### config.mk
export PLATFORM = sky130hd
export DESIGN_NAME = reg_file
export DESIGN_NICKNAME = d
export VERILOG_FILES = /design/src/common/cpu_pkg.sv /design/src/rtl/decode/reg_file.sv
export VERILOG_INCLUDE_DIRS = /design/src /design/src/common
export SDC_FILE = /design/constraint.sdc
export NUM_CORES = 2
export LEC_CHECK = 0
export BUFFER_PORTS_ARGS = -buffer_cell sky130_fd_sc_hd__buf_2
export CAP_MARGIN = 20
export CORE_MARGIN = 5
export CORE_UTILIZATION = 49
export CTS_BUF_LIST = sky130_fd_sc_hd__clkbuf_8
export DETAILED_ROUTE_END_ITERATION = 16
export GPL_ROUTABILITY_DRIVEN = 0
export GPL_TIMING_DRIVEN = 0
export HOLD_SLACK_MARGIN = 0.05
export PLACE_DENSITY_LB_ADDON = 0.05
export SKIP_LAST_GASP = 1
export SYNTH_ARGS = -nofsm -noshare
export SYNTH_HDL_FRONTEND = slang
export SYNTH_SLANG_ARGS = --single-unit
### constraint.sdc
create_clock -name clk -period 2.3 [get_ports clk]
set_clock_uncertainty 0.2 [all_clocks]
set_input_delay 0.115 -clock clk [delete_from_list [all_inputs] [get_ports clk]]
set_output_delay 0.115 -clock clk [all_outputs]
set_load 0.005 [all_outputs]
### src/common/cpu_macros.svh
// CPU constants
// Widths, memory depths, register count and RV32I opcodes
`ifndef CPU_MACROS_SVH
`define CPU_MACROS_SVH

`define XLEN        32              // Data and address width
`define IMEM_DEPTH  128             // Instruction memory words
`define DMEM_DEPTH  128             // Data memory words
`define NREGS       32              // Architectural registers

`define NOP_INSTR   32'h0000_0013   // ADDI x0, x0, 0

// Major opcodes of the supported subset
`define OP_RTYPE    7'b0110011
`define OP_ITYPE    7'b0010011
`define OP_LOAD     7'b0000011
`define OP_STORE    7'b0100011
`define OP_BRANCH   7'b1100011
`define OP_JAL      7'b1101111
`define OP_JALR     7'b1100111
`endif

### src/common/cpu_pkg.sv
// CPU package
// Control word, stage payloads, retire trace and program-write port types
`include "cpu_macros.svh"

package cpu_pkg;

    typedef logic [`XLEN-1:0]           word_t;
    typedef logic [$clog2(`NREGS)-1:0]  reg_idx_t;

    // ALU operations, add is zero so a bubble does an add
    typedef enum logic [2:0] {
        alu_add = 3'd0,
        alu_sub,
        alu_and,
        alu_or,
        alu_xor,
        alu_slt
    } alu_op_e;

    // All-zero value is a bubble
    typedef struct packed {
        alu_op_e alu_op;
        logic    alu_src_imm;   // Operand B from immediate
        logic    mem_read;
        logic    mem_write;
        logic    reg_write;
        logic    mem_to_reg;    // Writeback from load data
        logic    branch;        // BEQ
        logic    jump;          // JAL / JALR
        logic    jump_reg;      // JALR, base is rs1
    } ctrl_t;

    typedef struct packed {
        word_t instr;
        word_t pc;
    } if_id_t;

    typedef struct packed {
        ctrl_t    ctrl;
        word_t    pc;
        word_t    rs1_data;
        word_t    rs2_data;
        word_t    imm;
        reg_idx_t rs1;
        reg_idx_t rs2;
        reg_idx_t rd;
    } id_ex_t;

    typedef struct packed {
        ctrl_t    ctrl;
        word_t    alu_result;   // Or link value on jumps
        word_t    store_data;
        word_t    target;
        logic     take;
        reg_idx_t rd;
    } ex_mem_t;

    typedef struct packed {
        logic     reg_write;
        reg_idx_t rd;
        word_t    wb_data;
    } mem_wb_t;

    // Retire trace seen at the top
    typedef struct packed {
        logic     valid;
        reg_idx_t rd;
        word_t    data;
    } wb_trace_t;

    typedef struct packed {
        logic                           we;
        logic [$clog2(`IMEM_DEPTH)-1:0] addr;   // Word address
        word_t                          data;
    } imem_write_t;

endpackage

### src/rtl/decode/reg_file.sv
// Register file
// 32 x 32, x0 reads zero, same-cycle write passes through to the read ports
`timescale 1ns/1ps
`include "cpu_macros.svh"

module reg_file (
    input  logic              clk,
    input  logic              reset,
    input  cpu_pkg::reg_idx_t rs1,
    input  cpu_pkg::reg_idx_t rs2,
    input  logic              we,
    input  cpu_pkg::reg_idx_t wr,
    input  cpu_pkg::word_t    wdata,
    output cpu_pkg::word_t    rdata1,
    output cpu_pkg::word_t    rdata2
);

    cpu_pkg::word_t regs [`NREGS];

    always_ff @(posedge clk) begin
        if (reset) begin
            for (int i = 0; i < `NREGS; i++) begin
                regs[i] <= '0;
            end
        end else if (we && wr != '0) begin   // x0 never written
            regs[wr] <= wdata;
        end
    end

    // WB write visible to the instruction in decode this cycle
    assign rdata1 = (rs1 == '0) ? '0 : (we && wr == rs1) ? wdata : regs[rs1];
    assign rdata2 = (rs2 == '0) ? '0 : (we && wr == rs2) ? wdata : regs[rs2];

    a_x0_zero: assert property (@(posedge clk) regs[0] == '0)
        else $error("stored x0 is nonzero");

endmodule

* Word-level counts from Yosys, hierarchy flattened *
Memories as Yosys holds them, arrays and structs flattened.
Index checks and enable logic that the tools add are counted.

word-level totals
  memories = 1
  output and inout port bits = 64
  bits in registers = 0
  memory bits (writable) = 1024

memory list
  memory  words  width  read ports  clocked after memory_dff  wr ports  line            text
  regs    32     32     2           0                         32        reg_file.sv:18  cpu_pkg::word_t regs [`NREGS];

cells by class
  reductions and logical operators = 7
  multiplexer cells = 12
  eq/ne operators = 2

operator list
  operator             number
  2-to-1 mux 32 bit    5
  OR reduction 32 bit  1
  equality test 5 bit  2
  zero test 5 bit      2
  2-to-1 mux 1 bit     6
  2-to-1 mux 5 bit     1
  nonzero test 5 bit   1
  logical AND 1 bit    3

* Longest topological paths before layout *
  depth in word-level cells = 7
  mapped depth = 10
  gate-level depth less buffers = 5

* Least setup slack after synthesis *
No wires, ideal clock.

  path type = input to output
  start = in rs2[1]
  end = out rdata2[10]
  cell stages on the path = 7
  arrival = 1.898 ns
  path slack = 0.087 ns
  buffers on the path = 3
  path through = buf_2 -> buf_1 -> clkbuf_1 -> mux4_2 -> a2111oi_0 -> a21oi_1 -> a22o_1

between the ends
  word-level cells in the longest chain between the ends = 4
  elaborated cells on any way between the ends = 6
  those cells by class = 1 x eq/ne; 2 x mux; 2 x reduce/logical; 1 x memory

ends and longest elaborated chain
  what                                                          line            text
  start: declaration                                            reg_file.sv:10  input cpu_pkg::reg_idx_t rs2,
  branches (longest 3 deep; another with memory (32 x 32 bit))  --
  2-to-1 mux 32 bit *                                           reg_file.sv:32  assign rdata2 = (rs2 == '0) ? '0 : (we && wr == rs2) ? wdata : regs[rs2];
  end: declaration                                              reg_file.sv:15  output cpu_pkg::word_t rdata2

Mark *: on every way between the ends.

==> impl_results.md <==
* Outcome: finished, violations left
* Violated checks: negative setup slack
* Sequential Power Share at 49.0%
* Setup Viol. Count Final at 630
* Vias per cell at 6.87
* TritonCTS Sinks at 1024
* H-tree levels at 4
* PnR worst setup slack at -1050 ps
* Die span in y at 344 um
* Largest net degree at the start of global routing at 33
* Final Cycle Share at 146%
* Top cell type by total area after synthesis: edfxtp_1
* Register area at 30700 um2
* Final wirelength at 243 mm
* Final Hold Viols at 0
* Post-Syn Instances at 3740
* Ys async rst share at 0%
* Relative slew slack at 21.9%
* RSZ-0062 raised after global routing: yes
* Count leader, synth: edfxtp_1
* Bufs and invs on worst path at 1
* Top delay family on crit path: compound AO/OA/AOI/OAI gates
* Critical Path, Cell by Cell: mux4_2, a22o_4, a2111oi_4, a21oi_1, a22o_2, buf_2
* ANT nets after route at 0
* Fin area at 64100 um2
* Area of the multi-input gates at 24100 um2
* TritonCTS buffer count at 179
* Vias in the first global route at 37900
* CTS tree: built
* Synth Register Bits at 1024
* Post-synth EDFFs at 1024
* Per-cell routed wire length at 41.6 um
* Setup crit end kind: primary output
* Max Root-Sink Buffers at 3
* Top Registers: regs (1024)
* Count of cell types in the netlist at 50
* Die Area at 118000 um2
* Max reg flops at 1024
* Num rows at 122
* Port bufs at 102
* Initial antenna violation count at 15
* P_sw at 13.2 mW
* CP max stage cell: mux4_2
* LEAKAGE at 22.9 nW
* Synthesized area at 54700 um2
* Synth area leaders: edfxtp_1, mux4_2, and2_1
* Tot GR Track Use at 40.1%
* Starting DRC count in detailed routing at 6606
* P_int at 31.9 mW
* Critical path type: reg -> out
* Pwr/cell area at 703 nW/um2
* Hold Crit Depth at 3
* Tightest Pin Transition at 1170 ps
* Filler cells at 9028
* Clk pwr share at 34.6%
* Most used DFF post-synth: edfxtp_1
* Crit path DAT at 3040 ps
* Via count at 40100
* Sw Ratio at 29.2%
* Hold Path Origin: wdata[15]
* Fmax at 0.298 GHz
* YS warnings at 0
* Hold WS at 119 ps
* Core region area at 111000 um2
* Final nets at 4258
* Clock transition at path regs at 50 ps
* DIE WIDTH at 344 um
* Crit path largest cell delay at 490 ps
* Ports at 114
* CP Depth at 6
* Maxcap violations at 0
* Seq/Total Area, Yosys at 56.2%
* Biggest register: regs
* Gr ovfl total at 0
* Area Growth Syn to Fin at 17.2%
* CP Launch Type: flip-flop
* Starting density of the core at 49.4%
* Root buf cell: clkbuf_8
* DPL Wire Length at 168 mm
* Post-Syn Area per Cell at 14.6 um2
* DRC viols at 0
* Share of layout cells above drive strength 1 at 28.5%
* Post-synth top area share at 56.2%
* Logic pwr share at 16.4%
* Hold Crit Class: in -> reg
* Fin crit period at 3350 ps
* Worst path required time at 1990 ps
* WHS Endpoint: regs[5][15]
* Most frequent cells after synthesis: edfxtp_1, and2_1, mux4_2
* Maximum VDD drop at 449 uV
* DRT Pass-1 Iters at 8
* Critical Path Fanout Max at 2
* Max-slew violation count at 0
* First-pass GRT wire length at 317 mm
* Post-DP Area at 58000 um2
==> final cells by class <==
cell class,instances,area share (%)
buffer,410,3.24
antenna,16,0.0625
sequential,1024,48.0
inverter,2,0.0117
clock inverter,129,0.939
clock buffer,182,3.91
tap,1488,2.90
timing repair buffer,245,3.35
multi-input combinational,2346,37.6
==> per-layer routing <==
layer / GRT usage (%) / routed length [um] / part of all wire, % / vias to the layer above
met1: 51.9 / 86300 / 36 / 20500
met4: 27.2 / 20500 / 8.4 / 12
met3: 14.3 / 34400 / 14 / 752
met5: 1.39 / 272 / 0.11 / -
li1: - / - / - / 15500
met2: 56.7 / 101000 / 42 / 3397
==> layout by cell type, fill, tap and decap left out, types with 23 or more instances in the layout <==
cell type      count
edfxtp_1        1024
and2_1           994
mux4_2           388
mux2i_1          252
clkbuf_1         218
clkbuf_8         182
buf_2            136
a22oi_1          108
buf_4             83
inv_1             69
clkbuf_2          67
dlygate4sd3_1     60
a21oi_1           45
o22ai_1           37
clkinv_1          37
or2_4             36
o221ai_1          35
nand2_1           34
conb_1            32
a21oi_2           31
a22o_1            30
a22oi_2           25
buf_6             23
mux2i_4           23
==> worst max-delay path by stage <==
stage	start	endpoint	slack (ps)
floorplan	rs2[1]	rdata2[10]	90
global placement	rs2[3]	rdata2[24]	-3100
detailed placement	rs2[1]	rdata2[15]	-2070
CTS	regs[13][19]	rdata2[19]	-1010
global route	regs[13][15]	rdata2[15]	-1050
finish	regs[13][15]	rdata2[15]	-1050
==> what timing repair did <==
item | 4_1_cts | 5_1_grt
resized for setup | 383 | 149
endpoints found under the hold margin | 1038 | 0
pin swaps | 109 | 29
setup buffers | 14 | 13
setup endpoints to repair | 284 | 1207
hold buffers | 61 | 0
gates cloned | 0 | 15
==> kinds of logic after synthesis <==
| kind of cell | count (synthesis) | synth area share (%) |
|---|---|---|
| flip-flops | 1024 | 56.2 |
| AO/OA/AOI/OAI | 469 | 6.45 |
| other | 1 | 0.00685 |
| multiplexers | 674 | 21.2 |
| buffers and inverters | 416 | 3.23 |
| AND/OR/NAND/NOR | 1146 | 12.7 |
| XOR/XNOR | 10 | 0.160 |
==> power by group through the flow <==
stage	clock network [mW]	logic (mW)	registers, mW
5_1_grt	16.3	7.37	22.2
3_5_place_dp	0	6.24	22.5
2_1_floorplan	0	3.36	22.2
3_3_place_gp	0	6.06	22.4
4_1_cts	15.4	6.91	22.1
6_report	15.6	7.38	22.1
==> metrics by stage <==
step | utilization [%] | setup TNS, ps | cells | total power, mW | worst slack [ps]
floorplan | - | 0 | 3771 | 25.6 | 86.8
detailed placement | 52.3 | -1228090 | 5413 | 28.7 | -2070
CTS | 57.2 | -229650 | 5796 | 44.4 | -1010
global route | 57.8 | -56610 | 5831 | 45.9 | -1050
global placement | 51.6 | -1388970 | 5361 | 28.5 | -3100
finish | 57.9 | -95110 | 5842 | 45.0 | -1050
Note: power is estimated with default switching activity, not from simulation.
