### config.mk
export PLATFORM = sky130hd
export DESIGN_NAME = fetch_stage
export DESIGN_NICKNAME = d
export VERILOG_FILES = /design/src/common/cpu_pkg.sv /design/src/rtl/fetch/fetch_stage.sv
export VERILOG_INCLUDE_DIRS = /design/src /design/src/common
export SDC_FILE = /design/constraint.sdc
export NUM_CORES = 2
export LEC_CHECK = 0
export ABC_AREA = 1
export BUFFER_PORTS_ARGS = -buffer_cell sky130_fd_sc_hd__buf_2
export CAP_MARGIN = 20
export CORE_ASPECT_RATIO = 0.7
export CORE_UTILIZATION = 34
export CTS_CLUSTER_DIAMETER = 60
export DETAILED_ROUTE_END_ITERATION = 10
export PLACE_DENSITY = 0.54
export SLEW_MARGIN = 40
export SYNTH_ARGS = -nofsm -noshare
export SYNTH_HDL_FRONTEND = slang
export SYNTH_SLANG_ARGS = --single-unit
### constraint.sdc
create_clock -name clk -period 4.67 [get_ports clk]
set_clock_uncertainty 0.15 [all_clocks]
set_input_delay 0.934 -clock clk [delete_from_list [all_inputs] [get_ports clk]]
set_output_delay 0.934 -clock clk [all_outputs]
set_load 0.02 [all_outputs]
### src/common/cpu_macros.svh
// CPU constants
// Widths, memory depths, register count and RV32I opcodes
`ifndef CPU_MACROS_SVH
`define CPU_MACROS_SVH

`define XLEN        32              // Data and address width
`define IMEM_DEPTH  128             // Instruction memory words
`define DMEM_DEPTH  128             // Data memory words
`define NREGS       32              // Architectural registers

`define NOP_INSTR   32'h0000_0013   // ADDI x0, x0, 0

// Major opcodes of the supported subset
`define OP_RTYPE    7'b0110011
`define OP_ITYPE    7'b0010011
`define OP_LOAD     7'b0000011
`define OP_STORE    7'b0100011
`define OP_BRANCH   7'b1100011
`define OP_JAL      7'b1101111
`define OP_JALR     7'b1100111
`endif

### src/common/cpu_pkg.sv
// CPU package
// Control word, stage payloads, retire trace and program-write port types
`include "cpu_macros.svh"

package cpu_pkg;

    typedef logic [`XLEN-1:0]           word_t;
    typedef logic [$clog2(`NREGS)-1:0]  reg_idx_t;

    // ALU operations, add is zero so a bubble does an add
    typedef enum logic [2:0] {
        alu_add = 3'd0,
        alu_sub,
        alu_and,
        alu_or,
        alu_xor,
        alu_slt
    } alu_op_e;

    // All-zero value is a bubble
    typedef struct packed {
        alu_op_e alu_op;
        logic    alu_src_imm;   // Operand B from immediate
        logic    mem_read;
        logic    mem_write;
        logic    reg_write;
        logic    mem_to_reg;    // Writeback from load data
        logic    branch;        // BEQ
        logic    jump;          // JAL / JALR
        logic    jump_reg;      // JALR, base is rs1
    } ctrl_t;

    typedef struct packed {
        word_t instr;
        word_t pc;
    } if_id_t;

    typedef struct packed {
        ctrl_t    ctrl;
        word_t    pc;
        word_t    rs1_data;
        word_t    rs2_data;
        word_t    imm;
        reg_idx_t rs1;
        reg_idx_t rs2;
        reg_idx_t rd;
    } id_ex_t;

    typedef struct packed {
        ctrl_t    ctrl;
        word_t    alu_result;   // Or link value on jumps
        word_t    store_data;
        word_t    target;
        logic     take;
        reg_idx_t rd;
    } ex_mem_t;

    typedef struct packed {
        logic     reg_write;
        reg_idx_t rd;
        word_t    wb_data;
    } mem_wb_t;

    // Retire trace seen at the top
    typedef struct packed {
        logic     valid;
        reg_idx_t rd;
        word_t    data;
    } wb_trace_t;

    typedef struct packed {
        logic                           we;
        logic [$clog2(`IMEM_DEPTH)-1:0] addr;   // Word address
        word_t                          data;
    } imem_write_t;

endpackage

### src/rtl/fetch/fetch_stage.sv
// Fetch stage
// PC, next-PC select, instruction memory with its program-write port
// NOP injection on redirect and while the core is held
`timescale 1ns/1ps
`include "cpu_macros.svh"

module fetch_stage (
    input  logic                 clk,
    input  logic                 reset,
    input  logic                 enable,
    input  cpu_pkg::imem_write_t prog,
    input  logic                 redirect,
    input  cpu_pkg::word_t       redirect_pc,
    output cpu_pkg::word_t       instr,
    output cpu_pkg::word_t       pc
);

    localparam int aw = $clog2(`IMEM_DEPTH);

    cpu_pkg::word_t imem [`IMEM_DEPTH];
    cpu_pkg::word_t pc_next;
    logic           imem_we;

    // ========================================
    // Program counter
    // ========================================
    assign pc_next = redirect ? redirect_pc : pc + cpu_pkg::word_t'(4);

    always_ff @(posedge clk) begin
        if (reset) begin
            pc <= '0;
        end else if (enable) begin     // Held while programming
            pc <= pc_next;
        end
    end

    // ========================================
    // Instruction memory
    // ========================================
    assign imem_we = prog.we && !enable;   // Only while halted

    always_ff @(posedge clk) begin
        if (imem_we) begin
            imem[prog.addr] <= prog.data;
        end
    end

    // Bubble while redirecting, or while held so the pipe drains
    assign instr = (redirect || !enable) ? `NOP_INSTR : imem[pc[aw+1:2]];

    a_no_write_running: assert property (@(posedge clk)
        enable && prog.we |=> imem[$past(prog.addr)] == $past(imem[prog.addr]))
        else $error("imem written while enable high");

endmodule

# After elaboration in Yosys (flattened, before gate mapping)
# Memory sizes are Yosys's and may differ from the RTL's. A register that Yosys moved wholly into a read port is not among the register bits.
# Index checks and enable logic that the tools add are counted.
# Widths: inputs -> output; s select.
[op_classes]
n_addsub = 1
mux = 6
reduce_logical = 3
[ops]
columns = ["op", "count"]
rows = [
  ["$mux 32", 2],
  ["$add 32x3->32 const B", 1],
  ["$mux 7", 2],
  ["$mux 1", 2],
  ["$logic_and 1x1->1", 1],
  ["$logic_not 1->1", 1],
  ["$logic_or 1x1->1", 1],
]
[word_totals]
ramBits = 4096
in_bits = 76
n_memories = 1
output_inout_bits = 64
ff_bits = 32
elab_cells = 12
[memory_table]
columns = ["memory", "words", "width", "read_ports", "rd_ports_with_merged_regs", "write_ports", "line", "source"]
rows = [
  ["imem", 128, 32, 1, 1, 1, "fetch_stage.sv:20", "cpu_pkg::word_t imem [`IMEM_DEPTH];"],
]

# Longest topological paths before layout
[logic_depth]
depth_word = 4
ltp_mapped = 15
depth_no_buf = 11

# Worst setup path after synthesis
# No wires, ideal clock.
[synth_path]
path_kind = "input-to-reg"
start = "input prog[38] (netlist bit)"
end = "memory imem[91][0] (netlist bit) (enable)"
n_path_buf = 0
required_time_ns = 4.059
arrival_ns = 3.588
setup_slack_ns = 0.471
setup_ns = 0.461
cell_stages = 4
cell_sequence = "inv_1 -> nor2_1 -> nand2_1 -> nor3_1"
[synth_lines]
columns = ["element", "line", "source"]
rows = [
  ["start: declaration", "fetch_stage.sv:11", "input cpu_pkg::imem_write_t prog,"],
  ["end: declaration", "fetch_stage.sv:20", ""],
]
# Straight into the memory's write port.

==> impl_metrics.tcl <==
set metrics [dict create \
    status "finished with violations" \
    violations "setup timing" \
    period_needed_ps 4800 \
    yosys.area.top_type "edfxtp_1" \
    final_area_sq_um 200000 \
    final.period_utilization_pct 103 \
    worst-path-max-fanout 30 \
    fin_nets 14500 \
    p_leak_nw 69.5 \
    drive_gt1_share_pct 15.0 \
    critical_path_arrival_ps 3720 \
    port_buffers 139 \
    first_pass_iters 6 \
    worstMarginPinSlew_ps 918 \
    insertion_delay_ps 960 \
    initial_utilization_pct 34.2 \
    synthArstFlopShare_pct 0 \
    synth_cell_type_count 30 \
    worstHoldPathType "primary input to register" \
    irDropWorstVdd_uv 330 \
    netlist_instances 13900 \
    slowest_stage "dfxtp_4" \
    setup_ws_ps -134 \
    wl_per_cell_um 27.6 \
    synth_edf_count 4096 \
    drc_errors 0 \
    synth_fp_nets 14000 \
    grt_pass1_vias 104000 \
    end_kind "output port" \
    synth_area_per_cell_sq_um 12.0 \
    r2r_start "pc[3]" \
    cts_made_buffers 384 \
    finalHoldViolations 0 \
    totalWireLength_um 585000 \
    yosysSeqAreaShare_pct 73.8 \
    fmaxAchievable_ghz 0.208 \
    post_dp_cell_area_sq_um 180000 \
    dr.first_iter.drc_count 17800 \
    vias 115000 \
    postRouteAntennaNets 0 \
    grt_pass1_wl_um 808000 \
    die_area_sq_um 496000 \
    cts_hold_buffers 0 \
    dp.final_hpwl_um 322000 \
    antenna_found_initial 40 \
    finalSetupTns_ps -2120 \
    nFillCells 45500 \
    synth_top_area_share_pct 73.4 \
    clockBufferDepth 4 \
    synth_area_sq_um 168000 \
    root_buffer "clkbuf_16" \
    max_stage_delay_ps 490 \
    crit_path_start_kind "register" \
    grt_setup_unrepaired "true" \
    die_h_um 589 \
    ys.flop_type "edfxtp_1" \
    cts_htree_levels 5 \
    worstHoldStart "redirect_pc[1]" \
    grt_max_degree 110 \
    rrSetupSlack_ps 2270 \
    yosysMostFrequentCell "nand2_1" \
    core_area_sq_um 490000 \
    critPathKind "register to output port" \
    post-place-ws_ps 116 \
    final_util_pct 40.8 \
    p_total_mw 81.1 \
    drv_slew 0 \
    cts_tree "done" \
    viasPerCell 5.42 \
    grt_overflow 0 \
    area_growth_pct 19.2 \
    yosys-top-cells-area "edfxtp_1, nand3_1, nand2_1" \
    ys_seq_elements 4135 \
    worstPathCellList "buf_12 > buf_4 > buf_16 > nand2_1 > nand3_1 > nand3_1 > nand3_1 > buf_4 > nand3_2 > nand2_2 > nand2_1 > nand3_2 > nand2_2 > nor2_1 > buf_4" \
    p_per_area_nw_per_um2 406 \
    fp-row-count 215 \
    required_ps 3590 \
    gp_congestion 0.895 \
    netlist_top_cells_count "nand2_1, edfxtp_1, nand3_1" \
    boundaryPins 140 \
    maxCapViolCount 0 \
    yosysWarningCount 0 \
    clkTransAtPathRegs_ps 70 \
    finalSetupViolations 30 \
    die_x_um 841 \
    clock-sinks 4135 \
    maxSlewHeadroom_pct 38.8 \
    grt_usage_pct 22.4 \
]
==> power by group <==
part	total [mW]	internal, mW	switching (mW)
clock	31.5	17.2	14.3
sequential	40.9	40.8	0.0531
combinational	8.75	2.61	6.14
total	81.1	60.6	20.5
==> placed cells by master, fill, tap and decap left out, types with 4 or more instances in the layout <==
| cell | count |
|---|---|
| buf_12 | 194 |
| a31oi_1 | 16 |
| diode_2 | 18 |
| inv_6 | 11 |
| o21ai_0 | 23 |
| dfxtp_1 | 32 |
| clkinvlp_4 | 6 |
| clkinv_8 | 7 |
| nand3_1 | 3487 |
| clkinv_1 | 92 |
| clkinv_16 | 4 |
| edfxtp_1 | 4096 |
| bufbuf_16 | 12 |
| a21oi_1 | 21 |
| nor3_1 | 16 |
| buf_2 | 77 |
| nand2_1 | 4483 |
| xor2_1 | 14 |
| bufinv_16 | 33 |
| buf_8 | 32 |
| inv_1 | 55 |
| nor2_4 | 150 |
| clkbuf_16 | 437 |
| buf_6 | 114 |
| dfxtp_4 | 5 |
| nand3_4 | 101 |
| nor2_1 | 63 |
| nor2_2 | 12 |
| clkinv_2 | 75 |
| clkbuf_1 | 66 |
| nand3_2 | 247 |
| buf_4 | 405 |
| buf_16 | 82 |
| inv_16 | 4 |
| nand2_4 | 57 |
| nand2_2 | 116 |
==> per-stage QoR <==
stage               std cells  hold WS, ps
floorplan               13900          411
global placement        20300          318
detailed placement      20300          319
CTS                     21100         35.3
global route            21200         76.4
finish                  21200         95.1
==> final timing paths <==
path	endpoint	cells after the start
worst max register to register	pc[22]	10
worst max-delay path	instr[9]	15
worst min-delay path	pc[1]	3
worst min register to register	pc[1]	2
==> layout make-up <==
cell class / instances / area, sq um / share of cell area, %
inverter: 63 / 313 / 0.156
timing repair buffer: 961 / 12800 / 6.43
multi-input combinational: 8822 / 42600 / 21.3
timing repair inverter: 6 / 116 / 0.0582
antenna: 18 / 45.0 / 0.0225
tap: 6510 / 8150 / 4.08
clock buffer: 458 / 10100 / 5.03
sequential: 4135 / 124000 / 61.9
clock inverter: 224 / 1990 / 0.997
==> critical path, delay by kind of cell (launching register included) <==
kind | cells | cell delay [ps]
buffers and inverters | 5 | 940
DFF | 1 | 490
and+or+nand+nor | 10 | 1250
==> logic make-up after synthesis <==
family,synth area share [%]
adders and majority gates,0.00746
AOI/OAI and AO/OA,0.196
xor gates and xnor gates,0.0784
DFF,73.8
buffers and inverters,3.39
and+or+nand+nor,22.5
==> sequential cells by signal, summed over array words and instances, names as in the netlist, named ones only <==
| register | cells |
|---|---|
| pc | 32 |
| imem | 4096 |
==> metal layers <==
layer | vias to the layer above | wire length [um] | global-route usage, %
met2 | 6287 | 241000 | 30.9
li1 | 50500 | - | -
met1 | 57400 | 258000 | 35.0
met3 | 757 | 69400 | 5.18
met4 | 0 | 16700 | 6.41
met5 | - | 0 | 0
==> repair_timing <==
action	in CTS	in global routing
gates cloned	36	51
setup endpoints to repair	32	32
gates resized for setup	476	600
setup buffers	34	41
pin swaps	15	129
(Power assumes the default switching activity.)
