==> src/common/cpu_macros.svh <==
// CPU constants
// Widths, memory depths, register count and RV32I opcodes
`ifndef CPU_MACROS_SVH
`define CPU_MACROS_SVH

`define XLEN        32              // Data and address width
`define IMEM_DEPTH  128             // Instruction memory words
`define DMEM_DEPTH  128             // Data memory words
`define NREGS       32              // Architectural registers

`define NOP_INSTR   32'h0000_0013   // ADDI x0, x0, 0

// Major opcodes of the supported subset
`define OP_RTYPE    7'b0110011
`define OP_ITYPE    7'b0010011
`define OP_LOAD     7'b0000011
`define OP_STORE    7'b0100011
`define OP_BRANCH   7'b1100011
`define OP_JAL      7'b1101111
`define OP_JALR     7'b1100111
`endif

==> src/common/cpu_pkg.sv <==
// CPU package
// Control word, stage payloads, retire trace and program-write port types
`include "cpu_macros.svh"

package cpu_pkg;

    typedef logic [`XLEN-1:0]           word_t;
    typedef logic [$clog2(`NREGS)-1:0]  reg_idx_t;

    // ALU operations, add is zero so a bubble does an add
    typedef enum logic [2:0] {
        alu_add = 3'd0,
        alu_sub,
        alu_and,
        alu_or,
        alu_xor,
        alu_slt
    } alu_op_e;

    // All-zero value is a bubble
    typedef struct packed {
        alu_op_e alu_op;
        logic    alu_src_imm;   // Operand B from immediate
        logic    mem_read;
        logic    mem_write;
        logic    reg_write;
        logic    mem_to_reg;    // Writeback from load data
        logic    branch;        // BEQ
        logic    jump;          // JAL / JALR
        logic    jump_reg;      // JALR, base is rs1
    } ctrl_t;

    typedef struct packed {
        word_t instr;
        word_t pc;
    } if_id_t;

    typedef struct packed {
        ctrl_t    ctrl;
        word_t    pc;
        word_t    rs1_data;
        word_t    rs2_data;
        word_t    imm;
        reg_idx_t rs1;
        reg_idx_t rs2;
        reg_idx_t rd;
    } id_ex_t;

    typedef struct packed {
        ctrl_t    ctrl;
        word_t    alu_result;   // Or link value on jumps
        word_t    store_data;
        word_t    target;
        logic     take;
        reg_idx_t rd;
    } ex_mem_t;

    typedef struct packed {
        logic     reg_write;
        reg_idx_t rd;
        word_t    wb_data;
    } mem_wb_t;

    // Retire trace seen at the top
    typedef struct packed {
        logic     valid;
        reg_idx_t rd;
        word_t    data;
    } wb_trace_t;

    typedef struct packed {
        logic                           we;
        logic [$clog2(`IMEM_DEPTH)-1:0] addr;   // Word address
        word_t                          data;
    } imem_write_t;

endpackage

==> src/rtl/decode/decoder.sv <==
// Instruction decoder
// Control word and immediate for the reduced RV32I subset
// Unknown encodings decode to a bubble
`timescale 1ns/1ps
`include "cpu_macros.svh"

module decoder (
    input  cpu_pkg::word_t    instr,
    output cpu_pkg::ctrl_t    ctrl,
    output cpu_pkg::word_t    imm,
    output cpu_pkg::reg_idx_t rs1,
    output cpu_pkg::reg_idx_t rs2,
    output cpu_pkg::reg_idx_t rd
);

    logic [6:0]       opcode;
    logic [2:0]       funct3;
    logic             is_sub;
    logic             f3_ok;
    cpu_pkg::alu_op_e f3_op;

    assign opcode = instr[6:0];
    assign funct3 = instr[14:12];
    assign rs1    = instr[19:15];
    assign rs2    = instr[24:20];
    assign rd     = instr[11:7];
    assign is_sub = (opcode == `OP_RTYPE) && instr[30];  // funct7 bit 5, R-type only

    // funct3 to ALU op, shared by R and I forms
    always_comb begin
        f3_ok = 1'b1;
        f3_op = cpu_pkg::alu_add;
        case (funct3)
            3'b000:  f3_op = is_sub ? cpu_pkg::alu_sub : cpu_pkg::alu_add;
            3'b111:  f3_op = cpu_pkg::alu_and;
            3'b110:  f3_op = cpu_pkg::alu_or;
            3'b100:  f3_op = cpu_pkg::alu_xor;
            3'b010:  f3_op = cpu_pkg::alu_slt;
            default: f3_ok = 1'b0;              // Shifts and SLTU not supported
        endcase
    end

    always_comb begin
        ctrl = '0;
        imm  = '0;
        case (opcode)
            `OP_RTYPE: begin
                ctrl.reg_write = f3_ok;
                ctrl.alu_op    = f3_op;
            end
            `OP_ITYPE: begin
                ctrl.reg_write   = f3_ok;
                ctrl.alu_op      = f3_op;
                ctrl.alu_src_imm = 1'b1;
                imm = {{20{instr[31]}}, instr[31:20]};                // I
            end
            `OP_LOAD: begin                                           // LW only
                ctrl.reg_write   = (funct3 == 3'b010);
                ctrl.mem_read    = (funct3 == 3'b010);
                ctrl.mem_to_reg  = 1'b1;
                ctrl.alu_src_imm = 1'b1;
                imm = {{20{instr[31]}}, instr[31:20]};
            end
            `OP_STORE: begin                                          // SW only
                ctrl.mem_write   = (funct3 == 3'b010);
                ctrl.alu_src_imm = 1'b1;
                imm = {{20{instr[31]}}, instr[31:25], instr[11:7]};   // S
            end
            `OP_BRANCH: begin                                         // BEQ only
                ctrl.branch = (funct3 == 3'b000);
                imm = {{19{instr[31]}}, instr[31], instr[7], instr[30:25],
                       instr[11:8], 1'b0};                            // B
            end
            `OP_JAL: begin
                ctrl.jump      = 1'b1;
                ctrl.reg_write = 1'b1;
                imm = {{11{instr[31]}}, instr[31], instr[19:12], instr[20],
                       instr[30:21], 1'b0};                           // J
            end
            `OP_JALR: begin                                           // rs1 + imm via ALU add
                ctrl.jump        = 1'b1;
                ctrl.jump_reg    = 1'b1;
                ctrl.reg_write   = 1'b1;
                ctrl.alu_src_imm = 1'b1;
                imm = {{20{instr[31]}}, instr[31:20]};
            end
            default: ctrl = '0;
        endcase
        // Writes to x0 are dropped here, so they never forward or retire
        if (rd == '0) begin
            ctrl.reg_write = 1'b0;
        end
    end

endmodule

==> config.mk <==
export PLATFORM = sky130hd
export DESIGN_NAME = decoder
export DESIGN_NICKNAME = d
export VERILOG_FILES = /design/src/common/cpu_pkg.sv /design/src/rtl/decode/decoder.sv
export VERILOG_INCLUDE_DIRS = /design/src /design/src/common
export SDC_FILE = /design/constraint.sdc
export NUM_CORES = 1
export LEC_CHECK = 0
export ABC_AREA = 0
export BUFFER_PORTS_ARGS = -buffer_cell sky130_fd_sc_hd__buf_2
export CAP_MARGIN = 20
export CORE_ASPECT_RATIO = 0.9
export CORE_UTILIZATION = 34
export DETAILED_ROUTE_END_ITERATION = 8
export GPL_TIMING_DRIVEN = 0
export PLACE_DENSITY_LB_ADDON = 0.1
export SYNTH_ARGS = -nofsm -noshare
export SYNTH_HDL_FRONTEND = slang
export SYNTH_SLANG_ARGS = --single-unit
export TNS_END_PERCENT = 5
==> constraint.sdc <==
create_clock -name vclk -period 4.2
set_clock_uncertainty 0.15 [all_clocks]
set_input_delay 0.42 -clock vclk [all_inputs]
set_output_delay 0.42 -clock vclk [all_outputs]
set_load 0.1 [all_outputs]
### Word-level counts from Yosys, hierarchy flattened

Index checks and enable logic that the tools add are counted.
Widths: inputs -> output; s select.

* register bits: 0

* equal/unequal tests: 11
* mux-type cells: 14
* reductions and logical operators: 8

Operators by type and width (number)
* $pmux 32 s4: 1
* $eq 7x7->1 const B: 3
* $pmux 3 s5: 1
* $eq 7x6->1 const B: 2
* $mux 1: 10
* $eq 3x3->1 const B: 3
* $eq 7x2->1 const B: 1
* $eq 7x5->1 const B: 1
* $logic_not 5->1: 1
* $reduce_or 5->1: 1
* $reduce_or 2->1: 2
* $reduce_or 4->1: 1
* $eq 3x2->1 const B: 1
* $logic_not 3->1: 1
* $mux 3: 1
* $pmux 1 s3: 1
* $reduce_or 3->1: 1
* $logic_and 1x1->1: 1

### Depth between registers and ports, before layout

* depth in word-level cells: 5
* depth in mapped cells: 6

### Worst setup path after synthesis

OpenSTA, ideal clock, no wires.

* kind: input to output
* from: in instr[4]
* to: out imm[12]
* data arrival time: 3.855 ns
* data required time: 3.630 ns
* path slack: -0.225 ns
* stages: 4
* buffers on the path: 0
* path through: nand4b_1 nor3_1 o31a_1 a21o_1

* cells in the longest elaborated chain, start to end: 3
* elaborated cells between the ends (all ways): 8
* classes of those cells: 6 x eq/ne; 1 x mux; 1 x reduce/logical

Ends and longest elaborated chain
* from (decl): line decoder.sv:8 `input cpu_pkg::word_t instr,`
* $eq 7x5->1, or another cell as far along: line decoder.sv:46 `case (opcode)`
* $reduce_or 3->1 (no line)
* $pmux 32 s4 *: line decoder.sv:46
* to (decl): line decoder.sv:10 `output cpu_pkg::word_t imm,`

Every way passes the cells marked *; elsewhere a longest branch is shown, timed or not.

### Worst setup path after layout

* from: in instr[3]
* to: out imm[29]

The elaborated chain is that of the path after synthesis.

==> impl_metrics.yaml <==
status:
  outcome: "complete, no violations"
worst_setup_path:
  worstSetupPathType: "primary input to output pin"
  cp.arrival_ns: 2.49
  critical_path.max_stage_delay_ns: 0.41
  worst_path_cell_chain: "buf_2, or3_4, or3_4, nand3_1, and2_1, buf_4, buf_2"
  worst-endpoint-required_ns: 3.63
  critical_path.max_fanout: 12
  critPathSlowestCell: "sky130_fd_sc_hd__buf_2"
  timing.critical_path.from_type: "primary input"
  timing.critical_path.to_type: "output pin"
finish:
  antenna_cells: 0
  areaGrowthSynthToFinish_pct: 80.5
  clock_buffer_count: 0
  sequential_cell_area_sq_um: 0
  final_layout_size_suffix_gt1_frac: 0.689
  instances_no_fill: 204
  layout.nets: 214
  flops_and_latches: 0
synth:
  avgSynthCellArea_sq_um: 6.70
  synthDominantCellAreaShare: 0.324
  mappedNetlistNets: 122
  netlist-cell-type-count: 25
  netlist_top_cells_area: "sky130_fd_sc_hd__buf_4 32%, sky130_fd_sc_hd__a21o_1 10%, sky130_fd_sc_hd__a22o_1 7.3%"
  synth_area_leader_cell: "sky130_fd_sc_hd__buf_4"
  synth_warnings: 0
  synth.top_cells.by_count: "26 x sky130_fd_sc_hd__buf_4, 8 x sky130_fd_sc_hd__a21o_1, 8 x sky130_fd_sc_hd__nor2_1"
  total_standard_cell_area_after_synthesis_sq_um: 603
  synth_seq_area_share: 0
  post_synth_inst_count: 90
  synthMostInstantiatedCell: "sky130_fd_sc_hd__buf_4"
placement:
  detailedPlacementHpwl_mm: 1.69
  port_buffers: 90
  post-place-cells: 204
  gp_routability_congestion: 0.737
timing:
  timing.hold.ws_ns: 1.15
  finalMaxSlewViolations: 0
  timing.final.setup_violations: 0
  final.min_clock_period_ns: 3.06
  max_clock_freq_mhz: 327
  hold_viol_final: 0
  unrepaired_setup_endpoints_after_global_routing: "false"
  slew_at_the_pin_closest_to_its_max_slew_limit_ns: 0.637
  relative_slew_margins: 0.572
  finalCritPeriodShare: 0.728
  totalNegativeSetupSlack_ns: 0
detailed_routing:
  route.detailed.vias_per_inst: 4.32
  via_count: 882
  postRouteAntennaNets: 0
  wl_per_cell_um: 9.49
  drc: 0
  wirelength_mm: 1.94
  drt_pass1_iterations: 4
  drt_iter0_markers: 7
floorplanning:
  fp.dieH_um: 42.0
  area_of_the_core_sq_um: 1660
  io_pins: 90
  rows: 14
  floorplan.die_area_sq_um: 1950
  die_w_um: 46.4
  initial_standard_cell_utilization_of_the_core: 0.362
flow_run:
  cap_violations: 0
global_routing:
  grt_util_all_layers: 0.183
  grt_remaining_overflow: 0
  grt_pass1_wl_mm: 2.84
  vias_in_the_first_global_route: 697
  pin_count_of_the_biggest_net_entering_global_routing: 13
  grt_antenna_before_repair: 0
clocking:
  cts.hold.buffers_added: 0
  cts.repair.resized: 0
  postCtsSetupRepairBufs: 0
power:
  internal_power_mw: 0.0361
  net-switching-power_mw: 0.124
  share_seq_of_total_power: 0
  clockPowerShare: 0
  p_per_area_nw_per_um2: 147
  irDropWorstVdd_uv: 109
  switching_share: 0.774
  comb_power_share: 1.000
  power_leakage_nw: 0.801
hold_path:
  min_path_cells: 3
  hold_path.startpoint: "instr[4]"
  end_point_of_the_worst_hold_path: "ctrl[3]"
  hold_path_class: "primary input to output pin"
[worst max-delay path by stage]
stage	startpoint	to	slack, ns
finish	instr[3]	imm[29]	1.14
detailed placement	instr[3]	imm[27]	1.12
floorplan	instr[4]	ctrl[5]	0.57
global placement	instr[3]	imm[25]	1.16
CTS	instr[3]	imm[27]	1.12
global route	instr[3]	imm[29]	1.01
[final cells by class]
cell class | count | area (sq um)
inverter | 4 | 15.0
fill | 164 | 576
timing repair buffer | 90 | 450
buffer | 27 | 200
tap | 24 | 30.0
multi-input combinational | 59 | 393
[metal layers]
layer  wire length, um  up-vias  track usage
li1                  -      467            -
met1               822      374        0.237
met2               954       41        0.339
met3               159        0      0.00870
met4                 0        0            0
met5                 0        -            0
[critical path: cells and delay by family]
family	cells	cell delay, ns
buffers and inverters	3	0.72
and+or+nand+nor	4	1.34
[cells in the final DEF (no fill, tap or decap), types with 2 or more instances in the layout]
cell and instances:
sky130_fd_sc_hd__a22o_1 5, sky130_fd_sc_hd__nand2_1 6, sky130_fd_sc_hd__or3_1 2, sky130_fd_sc_hd__o31a_1 2, sky130_fd_sc_hd__nor2_1 8, sky130_fd_sc_hd__nor3_1 4, sky130_fd_sc_hd__or2_2 2, sky130_fd_sc_hd__or3_4 2
sky130_fd_sc_hd__and2_1 7, sky130_fd_sc_hd__buf_2 91, sky130_fd_sc_hd__inv_1 4, sky130_fd_sc_hd__buf_4 26, sky130_fd_sc_hd__a21o_1 8
[per-stage QoR]
stage	total power [mW]	util	setup WS [ns]	cell area, sq um
after detailed placement	0.160	0.654	1.12	1090
final	0.160	0.654	1.14	1090
after global placement	0.159	0.654	1.16	1090
after floorplan	0.126	-	0.572	608
after global routing	0.166	0.654	1.01	1090
after CTS	0.160	0.654	1.12	1090
[logic make-up (layout without fill, tap and decap cells)]
logic type,Yosys count,in the layout,synth area share
buffers and inverters,31,121,0.357
XOR/XNOR,1,1,0.0145
AO/OA/AOI/OAI,19,19,0.245
multiplexers,1,1,0.0166
AND/OR/NAND/NOR,38,38,0.367
[power by group through the flow]
| stage | clock network [mW] | logic, mW | registers, mW |
|---|---|---|---|
| 3_3_place_gp | 0 | 0.159 | 0 |
| 3_5_place_dp | 0 | 0.160 | 0 |
| 4_1_cts | 0 | 0.160 | 0 |
| 6_report | 0 | 0.160 | 0 |
| 2_1_floorplan | 0 | 0.126 | 0 |
| 5_1_grt | 0 | 0.166 | 0 |
Power figures use the tool's default switching activity.
