===== src/common/cpu_macros.svh =====
// CPU constants
// Widths, memory depths, register count and RV32I opcodes
`ifndef CPU_MACROS_SVH
`define CPU_MACROS_SVH

`define XLEN        32              // Data and address width
`define IMEM_DEPTH  128             // Instruction memory words
`define DMEM_DEPTH  128             // Data memory words
`define NREGS       32              // Architectural registers

`define NOP_INSTR   32'h0000_0013   // ADDI x0, x0, 0

// Major opcodes of the supported subset
`define OP_RTYPE    7'b0110011
`define OP_ITYPE    7'b0010011
`define OP_LOAD     7'b0000011
`define OP_STORE    7'b0100011
`define OP_BRANCH   7'b1100011
`define OP_JAL      7'b1101111
`define OP_JALR     7'b1100111
`endif


===== src/common/cpu_pkg.sv =====
// CPU package
// Control word, stage payloads, retire trace and program-write port types
`include "cpu_macros.svh"

package cpu_pkg;

    typedef logic [`XLEN-1:0]           word_t;
    typedef logic [$clog2(`NREGS)-1:0]  reg_idx_t;

    // ALU operations, add is zero so a bubble does an add
    typedef enum logic [2:0] {
        alu_add = 3'd0,
        alu_sub,
        alu_and,
        alu_or,
        alu_xor,
        alu_slt
    } alu_op_e;

    // All-zero value is a bubble
    typedef struct packed {
        alu_op_e alu_op;
        logic    alu_src_imm;   // Operand B from immediate
        logic    mem_read;
        logic    mem_write;
        logic    reg_write;
        logic    mem_to_reg;    // Writeback from load data
        logic    branch;        // BEQ
        logic    jump;          // JAL / JALR
        logic    jump_reg;      // JALR, base is rs1
    } ctrl_t;

    typedef struct packed {
        word_t instr;
        word_t pc;
    } if_id_t;

    typedef struct packed {
        ctrl_t    ctrl;
        word_t    pc;
        word_t    rs1_data;
        word_t    rs2_data;
        word_t    imm;
        reg_idx_t rs1;
        reg_idx_t rs2;
        reg_idx_t rd;
    } id_ex_t;

    typedef struct packed {
        ctrl_t    ctrl;
        word_t    alu_result;   // Or link value on jumps
        word_t    store_data;
        word_t    target;
        logic     take;
        reg_idx_t rd;
    } ex_mem_t;

    typedef struct packed {
        logic     reg_write;
        reg_idx_t rd;
        word_t    wb_data;
    } mem_wb_t;

    // Retire trace seen at the top
    typedef struct packed {
        logic     valid;
        reg_idx_t rd;
        word_t    data;
    } wb_trace_t;

    typedef struct packed {
        logic                           we;
        logic [$clog2(`IMEM_DEPTH)-1:0] addr;   // Word address
        word_t                          data;
    } imem_write_t;

endpackage


===== src/rtl/pipe_reg.sv =====
// Pipeline stage register
// One payload type per boundary, reset and flush load a bubble
`timescale 1ns/1ps

module pipe_reg #(
    parameter type payload_t = cpu_pkg::ctrl_t
) (
    input  logic     clk,
    input  logic     reset,
    input  logic     flush,     // Kill the younger instruction
    input  payload_t d,
    output payload_t q
);

    always_ff @(posedge clk) begin
        if (reset || flush) begin
            q <= payload_t'('0);  // Bubble
        end else begin
            q <= d;
        end
    end

    // A flushed slot must leave as a bubble, whatever arrived at d
    a_flush_bubble: assert property (@(posedge clk) disable iff (reset)
        flush |=> q == payload_t'('0))
        else $error("pipe_reg not a bubble after flush");

endmodule


===== config.mk =====
export PLATFORM = sky130hd
export DESIGN_NAME = pipe_reg
export DESIGN_NICKNAME = d
export VERILOG_FILES = /design/src/common/cpu_pkg.sv /design/src/rtl/pipe_reg.sv
export VERILOG_INCLUDE_DIRS = /design/src /design/src/common
export SDC_FILE = /design/constraint.sdc
export NUM_CORES = 1
export LEC_CHECK = 0
export BUFFER_PORTS_ARGS = -buffer_cell sky130_fd_sc_hd__buf_2
export CORE_AREA = 10 10 47 49
export CTS_CLUSTER_DIAMETER = 50
export DETAILED_ROUTE_END_ITERATION = 8
export DIE_AREA = 0 0 57 59
export GPL_TIMING_DRIVEN = 0
export PLACE_DENSITY = 0.6
export SYNTH_ARGS = -nofsm -noshare
export SYNTH_HDL_FRONTEND = slang
export SYNTH_SLANG_ARGS = --single-unit

===== constraint.sdc =====
create_clock -name clk -period 0.8 [get_ports clk]
set_input_delay 0.08 -clock clk [delete_from_list [all_inputs] [get_ports clk]]
set_output_delay 0.08 -clock clk [all_outputs]
set_load 0.01 [all_outputs]

Word-level counts from Yosys, hierarchy flattened
Cells that the tools add are included.
- reduce and logical (&&, ||, !) cells: 1
- operators with widths (kind ; count):
    logical OR 1 bit ; 1
- output and inout bits: 11
- input port bits: 14
- bits in registers: 11
- logic and storage cells: 10

Depth between registers and ports, before layout
Gate-level depths: netlist of the first run.
- depth in word-level cells: 1
- gate-level depth with buffers: 2
- depth with buffers taken out: 1

Worst setup path before layout of the first run
OpenSTA, ideal clock, no wires.
- path kind: input to register
- from: input flush
- to: register q[0] (netlist bit)
- path slack: 0.373 ns
- setup time: 0.072 ns
- arrival: 0.354 ns
- data required time: 0.728 ns
- stages: 2
- path buffers: 1
- cells stage by stage: buf_6 > nor3b_2
- cells in the longest elaborated chain, start to end: 1
- ends and longest elaborated chain (item ; RTL line ; source):
    from (decl) ; pipe_reg.sv:10 ; input logic flush,
    logical OR 1 bit ; pipe_reg.sv:16 ; if (reset || flush) begin
    to (signal assigned) ; pipe_reg.sv:17 ; q <= payload_t'('0);
    to (decl) ; pipe_reg.sv:12 ; output payload_t q
No other way between the ends.
A chain may end at the register's enable or synchronous reset.

Worst setup path in the final report of the first run
- from: register q[10] (netlist bit)
- to: output q[10] (netlist bit)
No word-level cell between the ends.

==> results of run 1 <==
-- final timing paths --
| kind | slack, ns | depth (start not counted) | startpoint | endpoint |
|---|---|---|---|---|
| max | 0.03 | 1 | q[10] | q[10] |
| min | 0.05 | 2 | d[10] | q[10] |
-- kinds of logic (layout without fill, tap and decap cells) --
| logic type | Yosys count | in the layout | share of synthesized area, % |
|---|---|---|---|
| and+or+nand+nor | 11 | 11 | 35.3 |
| DFF | 11 | 11 | 58.7 |
| buffers and inverters | 2 | 32 | 6.00 |
-- repair_timing --
action	in CTS	in global routing
hold buffers	2	0
endpoints found under the hold margin	1	0
resized for setup	0	2
endpoints found under the setup margin	0	11
-- power by group --
part	internal (mW)	switching [mW]	leakage, nW	total [mW]
Sequential	0.569	0.00468	0.0908	0.574
Combinational	0.0769	0.0566	0.162	0.134
Clock	0.192	0.177	0.0150	0.370
-- area by class of cell --
class                      instances  area [um2]  area share [%]
buffer                             2        22.5            3.96
timing repair buffer              26         146            25.7
tap                               16        20.0            3.52
sequential                        11         221            38.9
clock buffer                       4        26.3            4.62
multi-input combinational         11         133            23.3
-- metrics by stage --
stage          worst slack, ns  utilization (%)  TNS [ns]  hold slack [ns]  area, um2
2_1_floorplan            0.373                -         0            0.155        375
3_3_place_gp             0.219             36.8         0            0.274        515
3_5_place_dp             0.203             36.8         0            0.272        515
4_1_cts                0.00451             40.1         0           0.0499        562
5_1_grt                -0.0202             40.6    -0.132           0.0495        569
6_report                0.0261             40.6         0           0.0547        569
-- Yosys cell counts --
cell type  count
nor3b_1        1
buf_6          2
dfxtp_1       11
nor3b_2       10
-- metal layers --
layer / GRT usage [%] / up-vias
met5: 0 / -
met4: 3.02 / 0
met3: 3.65 / 0
met2: 8.99 / 12
met1: 5.52 / 127
li1: - / 141
==> key figures, run 1 <==
Run status
  • Outcome: completed

Power
  • Static leakage: 0.268 nW
  • Pwr per Cell Area: 1890 nW/um2
  • Tot Pwr: 1.08 mW
  • Worst vdd ir: 831 uV

Cells and area
  • Share of cells above drive strength 1: 74.1%
  • Final Non-Filler Cells: 70
  • Most frequent cells in the layout: buf_2 (23), nor3b_2 (10), dfxtp_1 (10), buf_6 (3), clkbuf_4 (3)
  • Inserted Diodes: 0
  • Layout area overhead: 51.7%
  • Filler cells: 165
  • Most common cell after layout, fill and taps aside: buf_2
  • Number of flip-flops under the largest register name: 11
  • Nets: 69
  • Largest registers: q x11
  • Largest register by flop count: q

Timing
  • Final setup violation count: 0
  • Slew HR: 90.4%
  • Peak Freq: 1.29 GHz
  • RSZ-0062 raised after global routing: yes
  • Least-Margin Pin Slew: 0.144 ns
  • Hold Fails Final Rpt: 0
  • Max-slew violations: 0
  • Final period utilization: 96.7%
  • Minimum clock period: 0.774 ns

Global routing
  • All-Layer GR Usage: 5.64%
  • Overflow after GRT: 0
  • Initial antenna violation count: 0
  • First-pass GRT wire length: 1.48 mm
  • Vias in the first global route: 333
  • Largest net degree at the start of global routing: 11

Worst setup path
  • Family with the most delay on the worst path: flip-flops
  • Arrival @ worst endpoint: 0.69 ns
  • Crit-path max cell delay: 0.31 ns
  • Critical path type: reg -> out
  • CP startpoint kind: flip-flop
  • CP required: 0.72 ns
  • Critical path cell sequence: buf_2
  • WP buf/inv: 1
  • Setup crit end kind: primary output
  • Crit-path slowest cell: dfxtp_1
  • CP max FO: 1

Die
  • Chip width: 57 um
  • Ports: 25
  • FP Rows: 14
  • Initial Util: 26.8%
  • DIE AREA: 3360 um2
  • Die Y-Extent: 59 um
  • CORE AREA: 1400 um2

CTS
  • Clock tree root driver cell: clkbuf_4
  • Reg clk slew, reported paths: 0.07 ns
  • TritonCTS buffer count: 3
  • Htree depth: 1
  • Post-CTS setup buffer count: 0
  • CTS tree: built
  • Clock sink count: 11
  • CTS max path bufs: 2

Yosys
  • Cells after Synth: 24
  • Synth area leaders: dfxtp_1 (59%), nor3b_2 (33%), buf_6 (6.0%)
  • Area leader, netlist: dfxtp_1
  • Mapped Nets: 38
  • Synth Cell Area: 375 um2
  • Sequential element share of the synthesized area: 58.7%
  • Mean Syn Cell Area: 15.6 um2
  • Yosys top cell area share: 58.7%
  • Warning count from the yosys run: 0
  • Synth cell types: 4
  • Synthesized flop and latch total: 11

Drt
  • Avg Vias per Cell: 4.00
  • Vias: 280
  • Avg WL per Cell: 12.6 um
  • M1 WL: 298 um
  • Initial DRC Count: 2
  • Drc violations: 0
  • Met3 WL: 86 um
  • Drt pass-1 iters: 2
  • DR WL met2: 497 um
  • Top Metal Used: met3
  • Antenna Nets Post-Route: 0
  • Drt total wl: 882 um

Flow run
  • Max Cap Viol: 0

Worst hold path
  • Hold Crit Class: in -> reg

Placement
  • GPL Wtd Cong: 0.660
  • Placed cells: 64
  • Buffers added on ports: 24
Note: power is estimated with default switching activity, not from simulation.
==> run 2, diff against run 1 <==
- ABC_AREA: unset -> 1
- PLACE_DENSITY: 0.6 -> 0.58
==> run 2 against run 1 <==
  * Clock-buffer cell count unchanged
  * Global-route usage fell by 0.99 points
  * Critical path depth unchanged
  * Worst hold slack lost 0.026 ns
  * Maximum frequency fell by 0.61%
  * Cell count is 16% higher
  * Highest routed layer unchanged
  * Core utilization is 2.7 points lower
  * Total power fell by 1.7%
  * Critical path type unchanged
  * Die area did not move
==> key figures, run 2 <==
Run status
  • Outcome: completed

Worst setup path
  • Arrival @ worst endpoint: 0.70 ns (about the same)
  • WP buf/inv: 1 (unchanged)
  • Critical path type: reg -> out
  • Crit-path slowest cell: dfxtp_1
  • Family with the most delay on the worst path: flip-flops
  • Setup crit end kind: primary output
  • CP startpoint kind: flip-flop
  • Critical path cell sequence: buf_2
  • CP required: 0.72 ns (about the same)
  • Crit-path max cell delay: 0.31 ns (about the same)
  • CP max FO: 1 (unchanged)

Placement
  • DP Worst Slack: 0.205 ns (+0.00176 ns)
  • GPL Wtd Cong: 0.602 (-8.7%)
  • Buffers added on ports: 24 (unchanged)
  • Final HPWL DP: 627 um

CTS
  • Reg clk slew, reported paths: 0.07 ns (about the same)
  • Clock tree root driver cell: clkbuf_4
  • CTS max path bufs: 2 (unchanged)
  • Htree depth: 1 (unchanged)
  • Clock sink count: 11 (unchanged)
  • TritonCTS buffer count: 3 (unchanged)
  • CTS tree: built
  • Post-CTS setup buffer count: 0 (unchanged)

Timing
  • Slew HR: 91.4% (+1.0 points)
  • Minimum clock period: 0.779 ns (+0.00472 ns)
  • Least-Margin Pin Slew: 0.129 ns (-0.0150 ns)
  • Final setup violation count: 0 (unchanged)
  • Hold Fails Final Rpt: 0 (unchanged)
  • Hold Slack: 0.0290 ns (-0.0257 ns)
  • PnR worst setup slack: 0.0214 ns (-0.00472 ns)
  • Peak Freq: 1.28 GHz (-0.61%)
  • Final period utilization: 97.3% (+0.59 points)
  • Post-Route Setup TNS: 0 ns (unchanged)
  • Max-slew violations: 0 (unchanged)
  • RSZ-0062 raised after global routing: yes

Cells and area
  • Post-layout util: 37.9% (-2.7 points)
  • Most frequent cells in the layout: buf_2 (23), inv_1 (13), dfxtp_1 (10), nor2_2 (9), clkbuf_4 (3)
  • Multi-input logic area: 77.6 um2 (-42%)
  • Most common cell after layout, fill and taps aside: buf_2
  • Largest registers: q x11
  • Number of flip-flops under the largest register name: 11 (unchanged)
  • Share of cells above drive strength 1: 61.5% (-13 points)
  • Nets: 80 (+16%)
  • FF/Latch Area: 221 um2 (unchanged)
  • Layout area overhead: 48.6%
  • Largest register by flop count: q
  • Inserted Diodes: 0 (unchanged)
  • Filler cells: 156 (-5.5%)

Global routing
  • Largest net degree at the start of global routing: 11 (unchanged)
  • All-Layer GR Usage: 4.65% (-0.99 points)
  • First-pass GRT wire length: 1.18 mm (-20%)
  • Vias in the first global route: 316 (-5.1%)
  • Overflow after GRT: 0 (unchanged)
  • Initial antenna violation count: 0 (unchanged)

Yosys
  • Area leader, netlist: dfxtp_1
  • Synth cell types: 7 (+3)
  • Sequential element share of the synthesized area: 61.5% (+2.9 points)
  • Post-synth top cells: inv_1 (13), dfxtp_1 (11), nor2_2 (9)
  • Mapped Nets: 51 (+34%)
  • Mean Syn Cell Area: 9.67 um2 (-38%)
  • Asr flop ratio synth: 0% (unchanged)
  • Cells after Synth: 37 (+54%)
  • Synth area leaders: dfxtp_1 (62%), nor2_2 (16%), inv_1 (14%)
  • Main synth FF type: dfxtp_1
  • Most common cell in the netlist: inv_1
  • Synth Cell Area: 358 um2 (-4.7%)
  • EDFF count, synth: 0 (unchanged)
  • Warning count from the yosys run: 0 (unchanged)
  • Synthesized flop and latch total: 11 (unchanged)
  • Yosys top cell area share: 61.5% (+2.9 points)

Drt
  • Vias: 283 (+1.1%)
  • Drc violations: 0 (unchanged)
  • Initial DRC Count: 0 (-2)
  • Antenna Nets Post-Route: 0 (unchanged)
  • Drt total wl: 749 um (-15%)
  • Drt pass-1 iters: 1 (-1)
  • Avg WL per Cell: 9.25 um (-27%)
  • Avg Vias per Cell: 3.49 (-13%)

Die
  • Ports: 25 (unchanged)
  • Initial Util: 25.5% (-1.3 points)
  • Chip width: 57 um (unchanged)
  • FP Rows: 14 (unchanged)
  • CORE AREA: 1400 um2 (unchanged)
  • Die Y-Extent: 59 um (unchanged)
  • DIE AREA: 3360 um2 (unchanged)

Flow run
  • Max Cap Viol: 0 (unchanged)

Power
  • Pwr per Cell Area: 1990 nW/um2 (+5.3%)
  • Tot Pwr: 1.06 mW (-1.7%)
  • Static leakage: 0.315 nW (+18%)
  • Worst vdd ir: 787 uV (-5.3%)

Worst hold path
  • Hold Crit Class: in -> reg
-- run 2: changes by cell type after synthesis --
cell     delta
inv_1      +13
nor2_1      +1
nor2_2      +9
nor3b_1     -1
nor3b_2    -10
buf_6       -1
nand2_2     +1
nor2_4      +1
-- run 2: stage by stage --
step	cells	area [um2]
final	81	532
after global routing	81	532
after CTS	81	524
after global placement	77	498
after detailed placement	77	498
after floorplan	37	358
-- run 2: layout make-up --
type | count | share of cell area, %
multi-input cells | 12 | 14.6
well taps | 16 | 3.76
clock buffers | 4 | 4.94
repair buffers | 24 | 23.8
inverters | 13 | 9.18
flip-flops and latches | 11 | 41.6
plain buffers | 1 | 2.12
-- run 2: path summary, 6_finish.rpt --
check | startpoint | end | slack, ns | cells past startpoint
worst max-delay path | q[0] | q[0] | 0.02 | 1
worst min-delay path | d[8] | q[8] | 0.03 | 3
-- run 2: repair_timing --
| action | CTS | global route |
|---|---|---|
| hold buffers | 0 | 0 |
| endpoints found under the setup margin | 0 | 7 |
| gates resized for setup | 0 | 2 |
-- run 2: layer usage --
metal | vias up | global-route usage [%] | wire length, um
met5 | - | 0 | 0
met4 | 0 | 4.03 | 0
met3 | 0 | 3.00 | 84
met2 | 15 | 6.98 | 358
met1 | 115 | 4.35 | 307
li1 | 153 | - | -
-- run 2: kinds of logic (layout without fill, tap and decap cells) --
family        after synthesis  count (layout)  synth area share (%)
buf+inv                    14              42                  16.8
flops                      11              11                  61.5
simple gates               12              12                  21.7
-- run 2: worst min-delay path, stage by stage --
cell	delay, ns
buf_2	0.09
inv_1	0.04
nor2_1	0.04
-- run 2: power breakdown --
group	leakage (nW)	switching [mW]	internal (mW)	total (mW)
sequential	0.0908	0.00456	0.570	0.574
clock	0.0150	0.176	0.193	0.369
combinational	0.209	0.0588	0.0575	0.116
